`config.mk`:
```
export PLATFORM = sky130hd
export DESIGN_NAME = obj_scan
export DESIGN_NICKNAME = d
export VERILOG_FILES = /design/src/obj_attr_pkg.sv /design/src/obj_video_pkg.sv /design/src/obj_scan.sv
export SDC_FILE = /design/constraint.sdc
export NUM_CORES = 1
export LEC_CHECK = 0
export ABC_AREA = 1
export BUFFER_PORTS_ARGS = -buffer_cell sky130_fd_sc_hd__buf_2
export CORE_MARGIN = 2
export CORE_UTILIZATION = 49
export DETAILED_ROUTE_END_ITERATION = 8
export PLACE_DENSITY = 0.77
export SLEW_MARGIN = 15
export SYNTH_ARGS = -nofsm -noshare
export SYNTH_HDL_FRONTEND = slang
export SYNTH_SLANG_ARGS = --single-unit
```
`constraint.sdc`:
```
create_clock -name clk -period 4.9 [get_ports clk]
set_input_delay 1.225 -clock clk [delete_from_list [all_inputs] [get_ports clk]]
set_output_delay 1.225 -clock clk [all_outputs]
set_load 0.02 [all_outputs]
```
`src/obj_attr_pkg.sv`:
```
/*
 * Sprite attribute word layout and the ROM port types.
 * Word from the top bit down: y, x, code, palette, hflip, big.
 */
package obj_attr_pkg;

    localparam int OBJ_IDX_W = 6;    // up to 64 sprites
    localparam int Y_W       = 8;
    localparam int X_W       = 8;
    localparam int CODE_W    = 10;
    localparam int PAL_W     = 4;
    localparam int ROW_W     = 4;    // row within a 16 pixel sprite
    localparam int QTR_W     = 2;    // four pixel quarter of a row

    // field positions inside the attribute word
    localparam int Y_LSB     = 24;
    localparam int X_LSB     = 16;
    localparam int CODE_LSB  = 6;
    localparam int PAL_LSB   = 2;
    localparam int HFLIP_BIT = 1;
    localparam int BIG_BIT   = 0;    // set for 16x16

    typedef logic [31:0]          obj_word_t;
    typedef logic [OBJ_IDX_W-1:0] obj_idx_t;
    typedef logic [CODE_W-1:0]    code_t;
    typedef logic [PAL_W-1:0]     pal_t;

    // code, then row, then quarter
    typedef logic [CODE_W+ROW_W+QTR_W-1:0] rom_addr_t;

    // four pixels, leftmost in the top nibble
    typedef logic [15:0] rom_data_t;

endpackage

```
`src/obj_video_pkg.sv`:
```
/*
 * Line and pixel geometry shared by the sprite scanner, the line buffer
 * and the engine top level. Import it inside a module body and use
 * scoped names in port lists.
 */
package obj_video_pkg;

    localparam int HPOS_W  = 9;    // one bit past the visible line
    localparam int VPOS_W  = 8;
    localparam int PIXEL_W = 8;    // palette on top, colour below
    localparam int COLOR_W = 4;

    // visible pixels per line, also the depth of one buffer bank
    localparam int LINE_W  = 256;

    // horizontal pixel position, values of LINE_W and up are off screen
    typedef logic [HPOS_W-1:0]  hpos_t;

    // line number
    typedef logic [VPOS_W-1:0]  vpos_t;

    // palette and colour of one pixel, colour 0 is transparent
    typedef logic [PIXEL_W-1:0] pixel_t;

endpackage
```
`src/obj_scan.sv`:
```
/*
 * Per-line sprite scanner. On line_start it walks the attribute table in
 * index order, fetches the ROM words of each sprite covering the next
 * line and writes their pixels into the back bank of the line buffer.
 * done rises when the last sprite has been handled.
 */
`timescale 1ns/100ps

module obj_scan #(
    parameter int OBJ_COUNT = 64
) (
    input  logic                    clk,
    input  logic                    rst,
    input  logic                    line_start,
    input  obj_video_pkg::vpos_t    vrender,
    input  obj_attr_pkg::obj_word_t scan_word,
    input  logic                    rom_ok,
    input  obj_attr_pkg::rom_data_t rom_data,
    output logic                    done,
    output obj_attr_pkg::obj_idx_t  scan_idx,
    output logic                    rom_cs,
    output obj_attr_pkg::rom_addr_t rom_addr,
    output obj_video_pkg::hpos_t    wr_addr,
    output obj_video_pkg::pixel_t   wr_data,
    output logic                    wr_en
);
    import obj_video_pkg::*;
    import obj_attr_pkg::*;

    typedef enum logic [2:0] {
        ST_IDLE,
        ST_READ,
        ST_CHECK,
        ST_FETCH,
        ST_WAIT,
        ST_DRAW,
        ST_NEXT
    } state_t;

    state_t           state;
    obj_idx_t         idx;
    vpos_t            line;       // line being rendered
    hpos_t            obj_x;
    code_t            obj_code;
    pal_t             obj_pal;
    logic             obj_hflip;
    logic             obj_big;
    logic [ROW_W-1:0] obj_row;
    logic [QTR_W-1:0] word_cnt;   // screen order of the ROM word
    logic [1:0]       pxl_cnt;
    rom_data_t        pxl_data;
    hpos_t            xpos;

    vpos_t            row_diff;
    logic             covers;
    logic [QTR_W-1:0] last_word;
    logic [QTR_W-1:0] quarter;

    // coverage test on the word returned for idx
    assign row_diff  = line - vpos_t'(scan_word[Y_LSB +: Y_W]);
    assign covers    = scan_word[BIG_BIT] ? (row_diff < 8'd16) : (row_diff < 8'd8);

    assign last_word = obj_big ? 2'd3 : 2'd1;
    assign quarter   = obj_hflip ? last_word - word_cnt : word_cnt; // mirrored order

    assign scan_idx  = idx;
    assign rom_addr  = {obj_code, obj_row, quarter};

    always_ff @(posedge clk) begin
        if (rst) begin
            state  <= ST_IDLE;
            done   <= 1'b1;
            rom_cs <= 1'b0;
            wr_en  <= 1'b0;
            idx    <= '0;
        end else if (line_start) begin
            state  <= ST_READ;
            done   <= 1'b0;
            rom_cs <= 1'b0;
            wr_en  <= 1'b0;
            idx    <= '0;
            line   <= vrender + 1'b1; // render one line ahead
        end else begin
            wr_en <= 1'b0;
            case (state)
                ST_READ: begin
                    state <= ST_CHECK; // scan_word valid next cycle
                end
                ST_CHECK: begin
                    obj_x     <= hpos_t'(scan_word[X_LSB +: X_W]);
                    obj_code  <= scan_word[CODE_LSB +: CODE_W];
                    obj_pal   <= scan_word[PAL_LSB +: PAL_W];
                    obj_hflip <= scan_word[HFLIP_BIT];
                    obj_big   <= scan_word[BIG_BIT];
                    obj_row   <= row_diff[ROW_W-1:0];
                    word_cnt  <= '0;
                    state     <= covers ? ST_FETCH : ST_NEXT;
                end
                ST_FETCH: begin
                    rom_cs <= 1'b1;
                    state  <= ST_WAIT;
                end
                ST_WAIT: begin
                    if (rom_ok) begin
                        rom_cs   <= 1'b0;
                        pxl_data <= rom_data;
                        pxl_cnt  <= '0;
                        xpos     <= obj_x + hpos_t'({word_cnt, 2'b00});
                        state    <= ST_DRAW;
                    end
                end
                ST_DRAW: begin
                    // four pixels, one per cycle
                    wr_en    <= 1'b1;
                    wr_addr  <= xpos;
                    wr_data  <= {obj_pal, obj_hflip ? pxl_data[3:0] : pxl_data[15:12]};
                    pxl_data <= obj_hflip ? pxl_data >> 4 : pxl_data << 4;
                    xpos     <= xpos + 1'b1;
                    pxl_cnt  <= pxl_cnt + 1'b1;
                    if (pxl_cnt == 2'd3) begin
                        if (word_cnt == last_word) begin
                            state <= ST_NEXT;
                        end else begin
                            word_cnt <= word_cnt + 1'b1;
                            state    <= ST_FETCH;
                        end
                    end
                end
                ST_NEXT: begin
                    if (idx == obj_idx_t'(OBJ_COUNT - 1)) begin
                        done  <= 1'b1;
                        state <= ST_IDLE;
                    end else begin
                        idx   <= idx + 1'b1;
                        state <= ST_READ;
                    end
                end
                default: begin
                    state <= ST_IDLE; // wait for line_start
                end
            endcase
        end
    end

endmodule

```
==> impl_metrics.prom <==
# TYPE chip_impl_metric gauge
chip_impl_info{name="mostFrequentLayoutCells",value="sky130_fd_sc_hd__buf_2, sky130_fd_sc_hd__nand2_1, sky130_fd_sc_hd__edfxtp_1"} 1
chip_impl_metric{name="multiInputGateArea",unit="um^2"} 1430
chip_impl_info{name="yosys_most_used_dff",value="sky130_fd_sc_hd__edfxtp_1"} 1
chip_impl_metric{name="syn_area",unit="um^2"} 4370
chip_impl_metric{name="io_pins",unit=""} 102
chip_impl_metric{name="preCtsSetupSlack",unit="ns"} 1.97
chip_impl_info{name="min-delay-path-class",value="register to register"} 1
chip_impl_metric{name="postCtsHoldBufs",unit=""} 0
chip_impl_metric{name="final_min_period_over_clock_period",unit="%"} 67.8
chip_impl_metric{name="worst_clock_skew",unit="ns"} 0.0143
chip_impl_metric{name="area_growth_syn_to_layout",unit="%"} 18.9
chip_impl_metric{name="insertion_delay",unit="ns"} 0.36
chip_impl_metric{name="finish.net_count",unit=""} 603
chip_impl_info{name="timing_worst_setup_path_type",value="register to primary output"} 1
chip_impl_metric{name="timing.max_cap.violations",unit=""} 0
chip_impl_metric{name="ir_worst_vdd",unit="mV"} 0.142
chip_impl_metric{name="routed-via-count",unit=""} 3198
chip_impl_metric{name="slew_headroom",unit="%"} 51.9
chip_impl_metric{name="routedWlPerCell",unit="um"} 13.1
chip_impl_metric{name="r2r_cells",unit=""} 7
chip_impl_metric{name="synth_enable_flop_cells",unit=""} 82
chip_impl_info{name="r2r_end",value="wr_addr[5]$_DFFE_PP_"} 1
chip_impl_metric{name="finalCriticalPeriod",unit="ns"} 3.32
chip_impl_metric{name="timing.reg2reg.setup_slack",unit="ns"} 2.84
chip_impl_metric{name="via_count_of_the_first_global_routing_pass",unit=""} 3069
chip_impl_metric{name="register_area",unit="um^2"} 2700
chip_impl_metric{name="post-route-drc-count",unit=""} 0
chip_impl_metric{name="drtAntennaViolNets",unit=""} 0
chip_impl_metric{name="floorplan.initialDensity",unit="%"} 50.4
chip_impl_metric{name="synth.net_count",unit=""} 496
chip_impl_metric{name="synthDistinctLibCells",unit=""} 34
chip_impl_metric{name="grt_overflow",unit=""} 0
chip_impl_metric{name="gr-usage-all-layers",unit="%"} 17.8
chip_impl_metric{name="drt_first_iter_violations",unit=""} 114
chip_impl_metric{name="final_layout_size_suffix_gt1_share",unit="%"} 26.1
chip_impl_metric{name="final-max-slew-violation-count",unit=""} 0
chip_impl_info{name="r2r-start",value="state[0]$_SDFFE_PP0P_"} 1
chip_impl_metric{name="fp.coreArea",unit="um^2"} 8680
chip_impl_metric{name="grt_pass1_wl",unit="mm"} 13.8
chip_impl_metric{name="max-clock-path-buffers",unit=""} 2
chip_impl_metric{name="dp.final_hpwl",unit="mm"} 6.17
chip_impl_metric{name="worst_slack",unit="ns"} 1.58
chip_impl_metric{name="maximum_number_of_pins_on_one_net_before_global_route_repair",unit=""} 44
chip_impl_metric{name="htreeDepth",unit=""} 3
chip_impl_metric{name="finalSetupTns",unit="ns"} 0
chip_impl_info{name="final_common_cell",value="sky130_fd_sc_hd__buf_2"} 1
chip_impl_info{name="ctsRootBufferMaster",value="sky130_fd_sc_hd__clkbuf_8"} 1
chip_impl_metric{name="num-fill-cells",unit=""} 742
chip_impl_metric{name="setup_viol",unit=""} 0
chip_impl_info{name="worst_setup_path_end_kind",value="primary output"} 1
chip_impl_metric{name="measured_slew_at_the_worst_slew_check_pin",unit="ns"} 0.722
chip_impl_info{name="outcome",value="finished, final reports clean"} 1
chip_impl_metric{name="grt_antenna_before_repair",unit=""} 0
chip_impl_metric{name="yosysWarningCount",unit=""} 0
chip_impl_metric{name="die_h",unit="um"} 98.5
chip_impl_metric{name="post_cts_setup_bufs",unit=""} 0
chip_impl_info{name="critPathLaunch",value="obj_hflip$_DFFE_PP_"} 1
chip_impl_metric{name="async_flop_share",unit="%"} 0
chip_impl_metric{name="via_density",unit=""} 4.99
chip_impl_metric{name="place.port_buffers",unit=""} 101
chip_impl_metric{name="worst_setup_hold_path_clk_slew",unit="ns"} 0.10
chip_impl_info{name="clock_tree_from_tritoncts",value="yes"} 1
chip_impl_metric{name="drt-pass1-iter-count",unit=""} 5
chip_impl_metric{name="floorplan.die_area",unit="um^2"} 9700
chip_impl_metric{name="route.final.wire_length",unit="mm"} 8.39
chip_impl_metric{name="routabilityCongestion",unit=""} 0.871
chip_impl_info{name="rsz_0062_raised_after_global_routing",value="no"} 1
chip_impl_info{name="startpoint_type",value="register"} 1
chip_impl_metric{name="clock_sinks",unit=""} 94
chip_impl_metric{name="cp_data_required_time",unit="ns"} 3.67
chip_impl_metric{name="avgSynthCellArea",unit="um^2"} 10.4
chip_impl_metric{name="cts_repair_resize_count",unit=""} 0
chip_impl_metric{name="die_x",unit="um"} 98.5
chip_impl_metric{name="finalHoldViolCount",unit=""} 0
chip_impl_metric{name="critical_path.max_fanout",unit=""} 26
chip_impl_metric{name="synthesis.instances",unit=""} 421
chip_impl_metric{name="std_cell_rows",unit=""} 34
chip_impl_info{name="critPathCapture",value="rom_addr[1]"} 1
chip_impl_metric{name="power_per_cell_area",unit="nW/um^2"} 288
chip_impl_metric{name="yosys_register_bits",unit=""} 94
chip_impl_metric{name="timing.critical_path.arrival",unit="ns"} 2.10
chip_impl_metric{name="tritoncts.num_buffers",unit=""} 9
chip_impl_metric{name="diodes",unit=""} 0
chip_impl_metric{name="share_of_synthesized_area_occupied_by_flip_flops_and_latches",unit="%"} 61.8
chip_impl_metric{name="max_clock_freq",unit="GHz"} 0.301
chip_impl_metric{name="p_leak",unit="nW"} 2.28
[state kept, by name, summed over array words and instances, names as in the netlist, 6 cells and up]
register / count
xpos: 9
line: 8
obj_x: 8
scan_idx: 6
obj_code: 10
pxl_data: 16
wr_addr: 9
wr_data: 8
[final cells by class]
class,count,share of cell area [%]
sequential,94,52.0
clock buffer,9,2.38
inverter,59,4.26
timing repair buffer,104,10.2
multi-input combinational,260,27.4
tap,108,2.60
clock inverter,7,1.18
[synthesized netlist by cell type, types with 3 or more instances]
master | instances | share of area (%)
sky130_fd_sc_hd__nor2_1 | 38 | 3.3
sky130_fd_sc_hd__xnor2_1 | 10 | 2.0
sky130_fd_sc_hd__nor3_1 | 4 | 0.46
sky130_fd_sc_hd__nand4_1 | 4 | 0.57
sky130_fd_sc_hd__xor2_1 | 6 | 1.2
sky130_fd_sc_hd__a31oi_1 | 3 | 0.43
sky130_fd_sc_hd__dfxtp_1 | 12 | 5.5
sky130_fd_sc_hd__nand3_1 | 23 | 2.6
sky130_fd_sc_hd__o21ai_0 | 24 | 2.7
sky130_fd_sc_hd__clkbuf_1 | 6 | 0.51
sky130_fd_sc_hd__inv_2 | 6 | 0.51
sky130_fd_sc_hd__nand2_1 | 96 | 8.2
sky130_fd_sc_hd__edfxtp_1 | 82 | 56
sky130_fd_sc_hd__a21oi_1 | 12 | 1.4
sky130_fd_sc_hd__ha_1 | 13 | 3.7
sky130_fd_sc_hd__o31ai_1 | 4 | 0.69
sky130_fd_sc_hd__inv_1 | 52 | 4.5
sky130_fd_sc_hd__nor2_4 | 3 | 0.77
[report_power, final]
part	internal [W]	switching, W	leakage [nW]	total (W)
logic	0.0000526	0.0000692	1.34	0.000122
registers	0.000878	0.00000505	0.840	0.000883
clock network	0.000196	0.000295	0.0945	0.000491
total	0.00113	0.000369	2.28	0.00150
[kinds of logic after synthesis]
| kind of cell | after synthesis | synth area share [%] |
|---|---|---|
| AND/OR/NAND/NOR | 178 | 17.9 |
| flip-flops | 94 | 61.8 |
| buffers and inverters | 67 | 5.81 |
| AO/OA/AOI/OAI | 51 | 6.64 |
| XOR/XNOR | 16 | 3.20 |
| adder cells (fa/ha/maj) | 15 | 4.63 |
[worst min path at each step]
stage | from | to | slack, ns | cells past startpoint
floorplan | obj_pal[0]$_DFFE_PP_ | wr_data[4]$_DFFE_PP_ | 0.40 | 0
global placement | obj_pal[0]$_DFFE_PP_ | wr_data[4]$_DFFE_PP_ | 0.40 | 0
detailed placement | obj_pal[1]$_DFFE_PP_ | wr_data[5]$_DFFE_PP_ | 0.40 | 0
CTS | obj_pal[1]$_DFFE_PP_ | wr_data[5]$_DFFE_PP_ | 0.42 | 0
global route | obj_pal[1]$_DFFE_PP_ | wr_data[5]$_DFFE_PP_ | 0.43 | 0
finish | obj_pal[1]$_DFFE_PP_ | wr_data[5]$_DFFE_PP_ | 0.42 | 0
[critical path, cell delays in order (launching register included)]
cell	delay (ns)
sky130_fd_sc_hd__edfxtp_1	0.83
sky130_fd_sc_hd__clkinv_1	0.45
sky130_fd_sc_hd__o21ai_0	0.26
sky130_fd_sc_hd__buf_2	0.20
[stage by stage]
step | instance area, um^2 | power [W] | utilization (%) | hold slack (ns) | instances
after floorplan | 4370 | 0.000976 | - | 0.400 | 421
after global placement | 5010 | 0.00102 | 57.8 | 0.400 | 625
after detailed placement | 5010 | 0.00102 | 57.8 | 0.405 | 625
after CTS | 5200 | 0.00151 | 59.9 | 0.421 | 641
after global routing | 5200 | 0.00156 | 59.9 | 0.433 | 641
final | 5200 | 0.00150 | 59.9 | 0.420 | 641
[metal layers]
metal | wire length (um) | GRT usage [%]
met5 | 0 | 0
met4 | 118 | 6.95
met1 | 3610 | 23.3
met3 | 502 | 3.90
met2 | 4160 | 29.3
Power figures use the tool's default switching activity.
